===== src/hw/sdram_geom_pkg.sv =====
package sdram_geom_pkg;

    // user address and data geometry
    localparam int ADDR_W    = 23;
    localparam int ROW_W     = 13;
    localparam int BANK_W    = 2;
    localparam int COL_W     = 6;
    localparam int DATA_W    = 32;
    localparam int NUM_BANKS = 4;

    // field positions inside the user address, bits 1:0 are byte offset
    localparam int ROW_LSB  = 10;
    localparam int BANK_LSB = 8;
    localparam int COL_LSB  = 2;

    // extra wait cycles after each command, counted by the sequencer
    localparam int T_ACT_DEF            = 2;
    localparam int T_PRE_DEF            = 2;
    localparam int T_REF_DEF            = 6;
    localparam int CAS_LAT_DEF          = 3;
    localparam int REFRESH_INTERVAL_DEF = 750;

    typedef struct packed {
        logic              write;
        logic [ADDR_W-1:0] addr;
        logic [DATA_W-1:0] wdata;
    } user_req_t;

    function automatic logic [ROW_W-1:0] addr_row(input logic [ADDR_W-1:0] addr);
        return addr[ROW_LSB +: ROW_W];
    endfunction

    function automatic logic [BANK_W-1:0] addr_bank(input logic [ADDR_W-1:0] addr);
        return addr[BANK_LSB +: BANK_W];
    endfunction

    function automatic logic [COL_W-1:0] addr_col(input logic [ADDR_W-1:0] addr);
        return addr[COL_LSB +: COL_W];
    endfunction

endpackage

===== src/hw/sdram_cmd_pkg.sv =====
package sdram_cmd_pkg;

    // {cs, ras, cas, we} as seen on the pins
    typedef enum logic [3:0] {
        CMD_UNSELECTED = 4'b1000,
        CMD_NOP        = 4'b0111,
        CMD_ACTIVE     = 4'b0011,
        CMD_READ       = 4'b0101,
        CMD_WRITE      = 4'b0100,
        CMD_PRECHARGE  = 4'b0010,
        CMD_REFRESH    = 4'b0001,
        CMD_LOAD_MODE  = 4'b0000
    } cmd_code_t;

    typedef struct packed {
        logic cs;
        logic ras;
        logic cas;
        logic we;
    } cmd_bits_t;

    // same word, decoded as a command or as individual strobes
    typedef union packed {
        cmd_code_t code;
        cmd_bits_t bits;
    } sdram_cmd_u;

    typedef struct packed {
        logic                              cke;
        sdram_cmd_u                        cmd;
        logic [sdram_geom_pkg::BANK_W-1:0] ba;
        logic [sdram_geom_pkg::ROW_W-1:0]  a;
        logic [sdram_geom_pkg::DATA_W-1:0] dq;
        logic                              dq_oe;
    } sdram_pins_t;

    typedef enum logic [2:0] {
        ST_INIT,
        ST_IDLE,
        ST_PRECHARGE,
        ST_REFRESH,
        ST_ACTIVATE,
        ST_READ,
        ST_WRITE,
        ST_WAIT
    } seq_state_t;

endpackage


===== src/hw/sdram_ctrl_top.sv =====
`timescale 1ns/10ps

module sdram_ctrl_top #(
    parameter int T_ACT            = sdram_geom_pkg::T_ACT_DEF,
    parameter int T_PRE            = sdram_geom_pkg::T_PRE_DEF,
    parameter int T_REF            = sdram_geom_pkg::T_REF_DEF,
    parameter int CAS_LATENCY      = sdram_geom_pkg::CAS_LAT_DEF,
    parameter int REFRESH_INTERVAL = sdram_geom_pkg::REFRESH_INTERVAL_DEF
) (
    input  logic                              clk,
    input  logic                              rst,
    input  logic [sdram_geom_pkg::ADDR_W-1:0] user_addr,
    input  logic                              rw,
    input  logic [sdram_geom_pkg::DATA_W-1:0] data_in,
    input  logic                              in_valid,
    output logic                              busy,
    output logic [sdram_geom_pkg::DATA_W-1:0] data_out,
    output logic                              out_valid,
    input  logic [sdram_geom_pkg::DATA_W-1:0] sdram_dqi,
    output logic                              sdram_cke,
    output logic                              sdram_cs,
    output logic                              sdram_ras,
    output logic                              sdram_cas,
    output logic                              sdram_we,
    output logic                              sdram_dqm,
    output logic [sdram_geom_pkg::BANK_W-1:0] sdram_ba,
    output logic [sdram_geom_pkg::ROW_W-1:0]  sdram_a,
    output logic [sdram_geom_pkg::DATA_W-1:0] sdram_dqo,
    output logic                              sdram_dq_oe
);
    import sdram_geom_pkg::*;
    import sdram_cmd_pkg::*;

    user_req_t          req;
    logic               pending;
    logic               take;
    logic               refresh_pending;
    logic               refresh_take;
    logic               row_hit;
    logic               bank_open;
    logic               open_en;
    logic [BANK_W-1:0]  open_bank;
    logic [ROW_W-1:0]   open_row;
    logic               close_en;
    logic [BANK_W-1:0]  close_bank;
    logic               close_all;
    logic               read_issue;
    sdram_pins_t        pins;

    req_slot req_slot_inst (
        .clk       (clk),
        .rst       (rst),
        .in_valid  (in_valid),
        .rw        (rw),
        .user_addr (user_addr),
        .data_in   (data_in),
        .take      (take),
        .busy      (busy),
        .req       (req),
        .pending   (pending)
    );

    refresh_timer #(
        .REFRESH_INTERVAL (REFRESH_INTERVAL)
    ) refresh_timer_inst (
        .clk             (clk),
        .rst             (rst),
        .refresh_take    (refresh_take),
        .refresh_pending (refresh_pending)
    );

    // classify the request still sitting in the slot
    bank_tracker #(
        .NUM_BANKS (NUM_BANKS)
    ) bank_tracker_inst (
        .clk        (clk),
        .rst        (rst),
        .req_bank   (addr_bank(req.addr)),
        .req_row    (addr_row(req.addr)),
        .open_en    (open_en),
        .open_bank  (open_bank),
        .open_row   (open_row),
        .close_en   (close_en),
        .close_bank (close_bank),
        .close_all  (close_all),
        .row_hit    (row_hit),
        .bank_open  (bank_open)
    );

    cmd_sequencer #(
        .T_ACT       (T_ACT),
        .T_PRE       (T_PRE),
        .T_REF       (T_REF),
        .CAS_LATENCY (CAS_LATENCY)
    ) cmd_sequencer_inst (
        .clk             (clk),
        .rst             (rst),
        .req             (req),
        .pending         (pending),
        .refresh_pending (refresh_pending),
        .row_hit         (row_hit),
        .bank_open       (bank_open),
        .take            (take),
        .refresh_take    (refresh_take),
        .open_en         (open_en),
        .open_bank       (open_bank),
        .open_row        (open_row),
        .close_en        (close_en),
        .close_bank      (close_bank),
        .close_all       (close_all),
        .read_issue      (read_issue),
        .pins            (pins)
    );

    read_capture #(
        .CAS_LATENCY (CAS_LATENCY)
    ) read_capture_inst (
        .clk        (clk),
        .rst        (rst),
        .read_issue (read_issue),
        .sdram_dqi  (sdram_dqi),
        .data_out   (data_out),
        .out_valid  (out_valid)
    );

    // pins from the strobe view of the command word
    assign sdram_cke   = pins.cke;
    assign sdram_cs    = pins.cmd.bits.cs;
    assign sdram_ras   = pins.cmd.bits.ras;
    assign sdram_cas   = pins.cmd.bits.cas;
    assign sdram_we    = pins.cmd.bits.we;
    assign sdram_ba    = pins.ba;
    assign sdram_a     = pins.a;
    assign sdram_dqo   = pins.dq;
    assign sdram_dq_oe = pins.dq_oe;
    // all byte lanes always enabled
    assign sdram_dqm   = 1'b0;

endmodule


===== src/hw/read_capture.sv =====
`timescale 1ns/10ps

module read_capture #(
    parameter int CAS_LATENCY = sdram_geom_pkg::CAS_LAT_DEF
) (
    input  logic                              clk,
    input  logic                              rst,
    input  logic                              read_issue,
    input  logic [sdram_geom_pkg::DATA_W-1:0] sdram_dqi,
    output logic [sdram_geom_pkg::DATA_W-1:0] data_out,
    output logic                              out_valid
);
    logic [CAS_LATENCY-1:0] issue_sr;
    logic                   sample;

    // top tap lines up with the data cas latency cycles after the read
    assign sample = issue_sr[CAS_LATENCY-1];

    always_ff @(posedge clk) begin
        if (rst) begin
            issue_sr  <= '0;
            out_valid <= 1'b0;
        end else begin
            issue_sr  <= (issue_sr << 1) | CAS_LATENCY'(read_issue);
            out_valid <= sample;
        end
    end

    // held until the next read returns
    always_ff @(posedge clk) begin
        if (sample) begin
            data_out <= sdram_dqi;
        end
    end

endmodule


===== src/hw/cmd_sequencer.sv =====
`timescale 1ns/10ps

module cmd_sequencer #(
    parameter int T_ACT       = sdram_geom_pkg::T_ACT_DEF,
    parameter int T_PRE       = sdram_geom_pkg::T_PRE_DEF,
    parameter int T_REF       = sdram_geom_pkg::T_REF_DEF,
    parameter int CAS_LATENCY = sdram_geom_pkg::CAS_LAT_DEF
) (
    input  logic                              clk,
    input  logic                              rst,
    input  sdram_geom_pkg::user_req_t         req,
    input  logic                              pending,
    input  logic                              refresh_pending,
    input  logic                              row_hit,
    input  logic                              bank_open,
    output logic                              take,
    output logic                              refresh_take,
    output logic                              open_en,
    output logic [sdram_geom_pkg::BANK_W-1:0] open_bank,
    output logic [sdram_geom_pkg::ROW_W-1:0]  open_row,
    output logic                              close_en,
    output logic [sdram_geom_pkg::BANK_W-1:0] close_bank,
    output logic                              close_all,
    output logic                              read_issue,
    output sdram_cmd_pkg::sdram_pins_t        pins
);
    import sdram_geom_pkg::*;
    import sdram_cmd_pkg::*;

    localparam int DLY_MAX = (T_ACT > T_PRE) ? ((T_ACT > T_REF) ? T_ACT : T_REF)
                                             : ((T_PRE > T_REF) ? T_PRE : T_REF);
    localparam int DLY_W   = $clog2(DLY_MAX + 2);

    // burst length 1, sequential, cas latency in a[6:4]
    localparam logic [ROW_W-1:0] MODE_WORD = {3'b000, 1'b0, 2'b00, 3'(CAS_LATENCY),
                                              1'b0, 3'b000};

    seq_state_t       state_q;
    seq_state_t       state_d;
    seq_state_t       ret_q;
    seq_state_t       ret_d;
    logic [DLY_W-1:0] dly_q;
    logic [DLY_W-1:0] dly_d;
    logic             pre_all_q;
    logic             pre_all_d;
    logic             init_take_q;
    logic             accept_req;
    user_req_t        cur_q;
    sdram_pins_t      pins_d;

    // refresh wins over a waiting request
    assign refresh_take = (state_q == ST_IDLE) && refresh_pending;
    assign accept_req   = (state_q == ST_IDLE) && !refresh_pending && pending;
    // init_take opens the request slot after the mode load
    assign take         = accept_req | init_take_q;

    assign open_bank  = addr_bank(cur_q.addr);
    assign open_row   = addr_row(cur_q.addr);
    assign close_bank = addr_bank(cur_q.addr);
    assign close_all  = pre_all_q;

    always_comb begin
        state_d      = state_q;
        ret_d        = ret_q;
        dly_d        = dly_q;
        pre_all_d    = pre_all_q;
        open_en      = 1'b0;
        close_en     = 1'b0;
        pins_d.cke   = 1'b1;
        pins_d.cmd.code = CMD_NOP;
        pins_d.ba    = '0;
        pins_d.a     = '0;
        pins_d.dq    = cur_q.wdata;
        pins_d.dq_oe = 1'b0;

        case (state_q)
            ST_INIT: begin
                pins_d.cmd.code = CMD_LOAD_MODE;
                pins_d.a        = MODE_WORD;
                state_d         = ST_IDLE;
            end
            ST_IDLE: begin
                if (refresh_take) begin
                    pre_all_d = 1'b1;
                    ret_d     = ST_REFRESH;
                    state_d   = ST_PRECHARGE;
                end else if (accept_req) begin
                    pre_all_d = 1'b0;
                    if (row_hit) begin
                        // row already open, issue straight from the slot
                        pins_d.cmd.code = req.write ? CMD_WRITE : CMD_READ;
                        pins_d.ba       = addr_bank(req.addr);
                        pins_d.a        = ROW_W'(addr_col(req.addr));
                        pins_d.dq       = req.wdata;
                        pins_d.dq_oe    = req.write;
                    end else if (bank_open) begin
                        ret_d   = ST_ACTIVATE;
                        state_d = ST_PRECHARGE;
                    end else begin
                        state_d = ST_ACTIVATE;
                    end
                end
            end
            ST_PRECHARGE: begin
                pins_d.cmd.code = CMD_PRECHARGE;
                pins_d.ba       = close_bank;
                pins_d.a[10]    = pre_all_q;
                close_en        = 1'b1;
                dly_d           = DLY_W'(T_PRE);
                state_d         = ST_WAIT;
            end
            ST_REFRESH: begin
                pins_d.cmd.code = CMD_REFRESH;
                dly_d           = DLY_W'(T_REF);
                ret_d           = ST_IDLE;
                state_d         = ST_WAIT;
            end
            ST_ACTIVATE: begin
                pins_d.cmd.code = CMD_ACTIVE;
                pins_d.ba       = open_bank;
                pins_d.a        = open_row;
                open_en         = 1'b1;
                dly_d           = DLY_W'(T_ACT);
                ret_d           = cur_q.write ? ST_WRITE : ST_READ;
                state_d         = ST_WAIT;
            end
            ST_READ: begin
                pins_d.cmd.code = CMD_READ;
                pins_d.ba       = addr_bank(cur_q.addr);
                pins_d.a        = ROW_W'(addr_col(cur_q.addr));
                state_d         = ST_IDLE;
            end
            ST_WRITE: begin
                pins_d.cmd.code = CMD_WRITE;
                pins_d.ba       = addr_bank(cur_q.addr);
                pins_d.a        = ROW_W'(addr_col(cur_q.addr));
                pins_d.dq_oe    = 1'b1;
                state_d         = ST_IDLE;
            end
            ST_WAIT: begin
                // delay of n gives n+1 nop cycles
                if (dly_q == '0) begin
                    state_d = ret_q;
                end else begin
                    dly_d = dly_q - 1'b1;
                end
            end
            default: state_d = ST_INIT;
        endcase
    end

    always_ff @(posedge clk) begin
        if (rst) begin
            state_q         <= ST_INIT;
            ret_q           <= ST_IDLE;
            dly_q           <= '0;
            pre_all_q       <= 1'b0;
            init_take_q     <= 1'b0;
            read_issue      <= 1'b0;
            pins.cke        <= 1'b0;
            pins.cmd.code   <= CMD_NOP;
            pins.dq_oe      <= 1'b0;
        end else begin
            state_q         <= state_d;
            ret_q           <= ret_d;
            dly_q           <= dly_d;
            pre_all_q       <= pre_all_d;
            init_take_q     <= (state_q == ST_INIT);
            read_issue      <= (pins_d.cmd.code == CMD_READ);
            pins.cke        <= pins_d.cke;
            pins.cmd        <= pins_d.cmd;
            pins.dq_oe      <= pins_d.dq_oe;
        end
    end

    always_ff @(posedge clk) begin
        pins.ba <= pins_d.ba;
        pins.a  <= pins_d.a;
        pins.dq <= pins_d.dq;
        if (accept_req) begin
            cur_q <= req;
        end
    end

endmodule


===== src/hw/bank_tracker.sv =====
`timescale 1ns/10ps

module bank_tracker #(
    parameter int NUM_BANKS = sdram_geom_pkg::NUM_BANKS
) (
    input  logic                              clk,
    input  logic                              rst,
    input  logic [sdram_geom_pkg::BANK_W-1:0] req_bank,
    input  logic [sdram_geom_pkg::ROW_W-1:0]  req_row,
    input  logic                              open_en,
    input  logic [sdram_geom_pkg::BANK_W-1:0] open_bank,
    input  logic [sdram_geom_pkg::ROW_W-1:0]  open_row,
    input  logic                              close_en,
    input  logic [sdram_geom_pkg::BANK_W-1:0] close_bank,
    input  logic                              close_all,
    output logic                              row_hit,
    output logic                              bank_open
);
    import sdram_geom_pkg::*;

    logic [NUM_BANKS-1:0] open_q;
    logic [ROW_W-1:0]     row_q [NUM_BANKS];

    assign bank_open = open_q[req_bank];
    assign row_hit   = bank_open && (row_q[req_bank] == req_row);

    always_ff @(posedge clk) begin
        if (rst) begin
            open_q <= '0;
        end else begin
            if (close_en) begin
                if (close_all) begin
                    open_q <= '0;
                end else begin
                    open_q[close_bank] <= 1'b0;
                end
            end
            if (open_en) begin
                open_q[open_bank] <= 1'b1;
            end
        end
    end

    // row only meaningful while its open flag is set
    always_ff @(posedge clk) begin
        if (open_en) begin
            row_q[open_bank] <= open_row;
        end
    end

endmodule


===== src/hw/refresh_timer.sv =====
`timescale 1ns/10ps

module refresh_timer #(
    parameter int REFRESH_INTERVAL = sdram_geom_pkg::REFRESH_INTERVAL_DEF
) (
    input  logic clk,
    input  logic rst,
    input  logic refresh_take,
    output logic refresh_pending
);
    localparam int CNT_W = $clog2(REFRESH_INTERVAL + 1);

    logic [CNT_W-1:0] cnt_q;
    logic             expire;

    assign expire = (cnt_q == CNT_W'(REFRESH_INTERVAL - 1));

    always_ff @(posedge clk) begin
        if (rst) begin
            cnt_q           <= '0;
            refresh_pending <= 1'b0;
        end else begin
            // free running, restarts at every expiry
            if (expire) begin
                cnt_q <= '0;
            end else begin
                cnt_q <= cnt_q + 1'b1;
            end
            // a new expiry beats a take in the same cycle
            if (expire) begin
                refresh_pending <= 1'b1;
            end else if (refresh_take) begin
                refresh_pending <= 1'b0;
            end
        end
    end

endmodule


===== src/hw/req_slot.sv =====
`timescale 1ns/10ps

module req_slot (
    input  logic                              clk,
    input  logic                              rst,
    input  logic                              in_valid,
    input  logic                              rw,
    input  logic [sdram_geom_pkg::ADDR_W-1:0] user_addr,
    input  logic [sdram_geom_pkg::DATA_W-1:0] data_in,
    input  logic                              take,
    output logic                              busy,
    output sdram_geom_pkg::user_req_t         req,
    output logic                              pending
);
    logic ready_q;
    logic accept;

    // slot comes up closed, the first take after mode load opens it
    assign busy   = ~ready_q;
    assign accept = in_valid & ready_q;

    always_ff @(posedge clk) begin
        if (rst) begin
            ready_q <= 1'b0;
            pending <= 1'b0;
        end else if (accept) begin
            ready_q <= 1'b0;
            pending <= 1'b1;
        end else if (take) begin
            ready_q <= 1'b1;
            pending <= 1'b0;
        end
    end

    always_ff @(posedge clk) begin
        if (accept) begin
            req.write <= rw;
            req.addr  <= user_addr;
            req.wdata <= data_in;
        end
    end

endmodule


===== config.mk =====
export PLATFORM = sky130hd
export DESIGN_NAME = sdram_ctrl_top
export DESIGN_NICKNAME = d
export VERILOG_FILES = /design/src/hw/sdram_geom_pkg.sv /design/src/hw/sdram_cmd_pkg.sv /design/src/hw/sdram_ctrl_top.sv /design/src/hw/read_capture.sv /design/src/hw/cmd_sequencer.sv /design/src/hw/bank_tracker.sv /design/src/hw/refresh_timer.sv /design/src/hw/req_slot.sv
export SDC_FILE = /design/constraint.sdc
export NUM_CORES = 1
export LEC_CHECK = 0
export ABC_AREA = 1
export BUFFER_PORTS_ARGS = -buffer_cell sky130_fd_sc_hd__buf_2
export CAP_MARGIN = 10
export CORE_ASPECT_RATIO = 0.5
export CORE_UTILIZATION = 40
export CTS_CLUSTER_DIAMETER = 30
export CTS_CLUSTER_SIZE = 8
export DETAILED_ROUTE_END_ITERATION = 10
export PLACE_DENSITY = 0.67
export SLEW_MARGIN = 20
export SYNTH_ARGS = -nofsm -noshare
export SYNTH_HDL_FRONTEND = slang
export SYNTH_SLANG_ARGS = --single-unit

===== constraint.sdc =====
create_clock -name clk -period 3.7 [get_ports clk]
set_input_delay 0.37 -clock clk [delete_from_list [all_inputs] [get_ports clk]]
set_output_delay 0.37 -clock clk [all_outputs]
set_load 0.005 [all_outputs]

==> metrics.md <==
| Metric | Value |
|---|---|
| Gpl congestion | `about 0.85` |
| Relative slew slack | `0.350` |
| Largest net degree at the start of global routing | `57` |
| Max incr delay on CP | `590 ps` |
| Yosys top cell by area | `edfxtp_1` |
| Flop pwr share | `0.446` |
| Setup CP Type | `register to register` |
| Initial DRC Count | `387` |
| Upper clock frequency limit | `375 MHz` |
| Synth Area per Inst | `12.3 um^2` |
| Violated checks | `DRC` |
| Gr usage total | `0.168` |
| DR vias | `about 6600` |
| Clock transition at path regs | `50 ps` |
| Clock Root Buffer | `clkbuf_16` |
| Dpl cells | `1300` |
| Clock power share | `0.437` |
| # resized after CTS | `0` |
| I/O Pins | `179` |
| Post-CTS setup buffers | `0` |
| DPL Wire Length | `12900 um` |
| Port Buf Inserts | `174` |
| Slowest cell on the critical path | `dfxtp_1` |
| Die area | `25300 um^2` |
| Final Instance Count excl. Fillers | `1444` |
| # rows | `40` |
| P_sw | `0.00207 W` |
| Fin Clk Skew | `20.4 ps` |
| Clock Latency Late Sink | `540 ps` |
| Worst Hold Class | `primary input to register` |
| Status | `finished with violations` |
| Hold_ws | `15.7 ps` |
| CP arrival | `a little over 3000 ps` |
| Final worst-path cycle share | `0.720` |
| Clock Path Buffers | `3` |
| R2R cell count | `13` |
| Library cells used by synthesis | `35` |
| Post-Route WL | `21400 um` |
| Starting Density | `0.408` |
| Sequential area share after synthesis | `0.763` |
| Layout cells sized above 1 | `0.231` |
| Final WS setup | `1040 ps` |
| P_leak | `roughly 5.4 nW` |
| Hold_sp | `user_addr[14]` |
| Critical Path RT | `4110 ps` |
| PD cells | `638 nW/um^2` |
| Worst Tran Pin Value | `a little under 1000 ps` |
| Die X | `224 um` |
| Area Overhead vs Synth | `32.8%` |
| Pre-Repair DR Iteration Count | `8` |
| Critical-path cell list | `buf_4 > nand2_1 > nand3_1 > nand2_1 > nand2_1 > nand2_1 > nor2_1 > nand3_1 > nor2_4 > buf_4 > nand2_2 > a21oi_1 > nor2_1` |
| # nets final | `1169` |
| Comb power frac | `0.117` |
| Post-synth EDFFs | `192` |
| Slew Viols, Final | `0` |
| Avg Vias per Cell | `around 4.6` |
| H-Tree Depth | `2` |
| CP endpoint kind | `register` |
| Post-Synth Simple-Gate Area | `0.166` |
| Fin crit period | `2660 ps` |
| Remaining routing DRC violations | `4` |
| Largest cells by area after synthesis | `edfxtp_1 59%, dfxtp_1 18%, nand2_1 8.6%, nand3_1 4.7%, inv_1 2.3%` |
| Avg WL per Cell | `14.8 um` |
| Crit-path most repeated cell | `nand2_1` |
| Adder-cell area share of the yosys netlist | `0.00509` |
| Hold Violations, Final | `0` |
| #FFs+latches synth | `279` |
| Post-Synth XOR/XNOR Area | `0.00178` |
| Core area | `24100 um^2` |
| Synth Instances | `800` |
| Internal | `0.00627 W` |
| Die Y | `~110 um` |
| Setup WS pre-CTS | `around 1100 ps` |
| Finish-stage setup viols | `0` |
| Synth async-reset ratio | `0` |
| Number of antenna repair diodes | `0` |
| Maximum net fanout on the critical path | `40` |
| Post-synth top flop | `edfxtp_1` |
| Most frequent cell after synthesis | `nand2_1` |
| CTS tree | `built` |
| Most instantiated cells after synthesis | `224 x nand2_1, 192 x edfxtp_1, 93 x nand3_1` |
| Vias in the first global route | `6596` |
| Synth Area in Compound Gates | `0.0239` |
| RSZ-0062 raised after global routing | `no` |
| Switching Fraction | `0.248` |
| CTS sink cnt | `279` |
| Power after layout | `0.00834 W` |
| Syn Std Cell Area | `9830 um^2` |
| Worst setup SP type | `register` |
| First-pass GRT wire length | `33100 um` |
| Largest family of logic cells by synthesized area | `simple AND/OR/NAND/NOR gates` |
| Top-area cell type share of the netlist area | `0.586` |
| Worst vdd ir | `about 0.00032 V` |
| Max Cap Violations | `0` |
| Yosys warns | `0` |
| Cts hold-fix bufs | `63` |
| Post-DRT Antenna Nets | `0` |
| Hold-critical path depth | `1` |
| Total CTS buffers | `44` |
| Setup TNS | `0 ps` |
| Mux contribution to synthesized area | `0` |
| Global route overflow | `0` |
| Initial antenna violation count | `0` |
==> cell usage in the layout, fill, tap and decap left out, types with 2 or more instances in the layout <==
cell type,netlist,final
nor3_1,4,4
a21oi_1,19,19
clkbuf_1,6,23
dlygate4sd3_1,0,64
nand2_2,2,2
o211ai_1,2,2
dfxtp_1,87,87
nand2_1,224,224
clkinv_4,0,2
nand3_1,93,93
buf_2,9,174
nor2_1,47,46
ha_1,4,4
nand3b_1,6,6
buf_4,4,12
clkinv_1,1,2
or2_2,3,3
edfxtp_1,192,192
nor2_4,1,2
clkbuf_8,0,4
nor3b_1,2,2
clkbuf_16,0,44
clkinv_2,0,3
o21ai_0,16,16
inv_1,59,58
clkinv_8,0,3
conb_1,1,2
inv_2,1,2
==> metrics by stage <==
step | cell area (um^2) | util
4_1_cts | 13100 | 0.542
6_report | 13100 | 0.543
2_1_floorplan | 9840 | -
5_1_grt | 13100 | 0.543
3_3_place_gp | 11100 | 0.461
3_5_place_dp | 11100 | 0.461
==> sequential cells by signal, indices dropped and copies added (netlist names), named ones only <==
name / count
cmd_sequencer_inst.state_q: 3
cmd_sequencer_inst.close_all: 1
bank_tracker_inst.open_q: 4
cmd_sequencer_inst.ret_q: 3
req_slot_inst.ready_q: 1
cmd_sequencer_inst.init_take_q: 1
refresh_timer_inst.refresh_pending: 1
bank_tracker_inst.row_q: 52
req_slot_inst.req: 54
refresh_timer_inst.cnt_q: 10
read_capture_inst.issue_sr: 3
read_capture_inst.out_valid: 1
cmd_sequencer_inst.close_bank: 2
cmd_sequencer_inst.cur_q: 39
cmd_sequencer_inst.read_issue: 1
cmd_sequencer_inst.pins: 52
cmd_sequencer_inst.dly_q: 3
req_slot_inst.pending: 1
read_capture_inst.data_out: 32
cmd_sequencer_inst.open_row: 13
==> cells by family after synthesis <==
logic type	Yosys count
AOI/OAI and AO/OA	43
xor gates and xnor gates	2
DFF	279
buffers and inverters	86
adders and majority gates	4
and+or+nand+nor	385
other	1
==> worst paths after layout <==
kind | to | slack [ps]
worst max-delay path | cmd_sequencer_inst.state_q[2]$_SDFFE_PP0P_ | 1040
worst min-delay path | req_slot_inst.req[46]$_DFFE_PP_ | 20
worst max register to register | cmd_sequencer_inst.state_q[2]$_SDFFE_PP0P_ | 1040
worst min register to register | read_capture_inst.issue_sr[2]$_SDFF_PP0_ | 400
==> final cells by class <==
| class | count | area, um^2 |
|---|---|---|
| timing repair buffer | 251 | 1620 |
| tap | 336 | 420 |
| multi-input combinational | 436 | 1950 |
| fill | 1976 | 11000 |
| sequential | 279 | 7510 |
| inverter | 62 | 238 |
| clock buffer | 71 | 1240 |
| clock inverter | 9 | 85.1 |
==> metal layers <==
metal  routed length, um  vias up  share of wire  track usage
li1                    -     3270              -            -
met2               10900      163           0.51        0.298
met1                9040     3172           0.42        0.204
met3                 918       41          0.043       0.0356
met5                   0        -              0            0
met4                 444        0          0.021       0.0598
==> critical path, delay by kind of cell (launching register included) <==
| kind | cells | cell delay (ps) |
|---|---|---|
| AND/OR/NAND/NOR | 10 | 1020 |
| buffers and inverters | 2 | 710 |
| flip-flops | 1 | 590 |
| AO/OA/AOI/OAI | 1 | 220 |
==> power groups by stage <==
stage          registers, W  clock network [W]  logic (W)
3_3_place_gp        0.00377                  0   0.000887
5_1_grt             0.00375            0.00387    0.00110
4_1_cts             0.00372            0.00372   0.000974
2_1_floorplan       0.00376                  0   0.000590
3_5_place_dp        0.00378                  0   0.000917
6_report            0.00372            0.00364   0.000974
No activity file was read; power rests on OpenSTA's default activity.
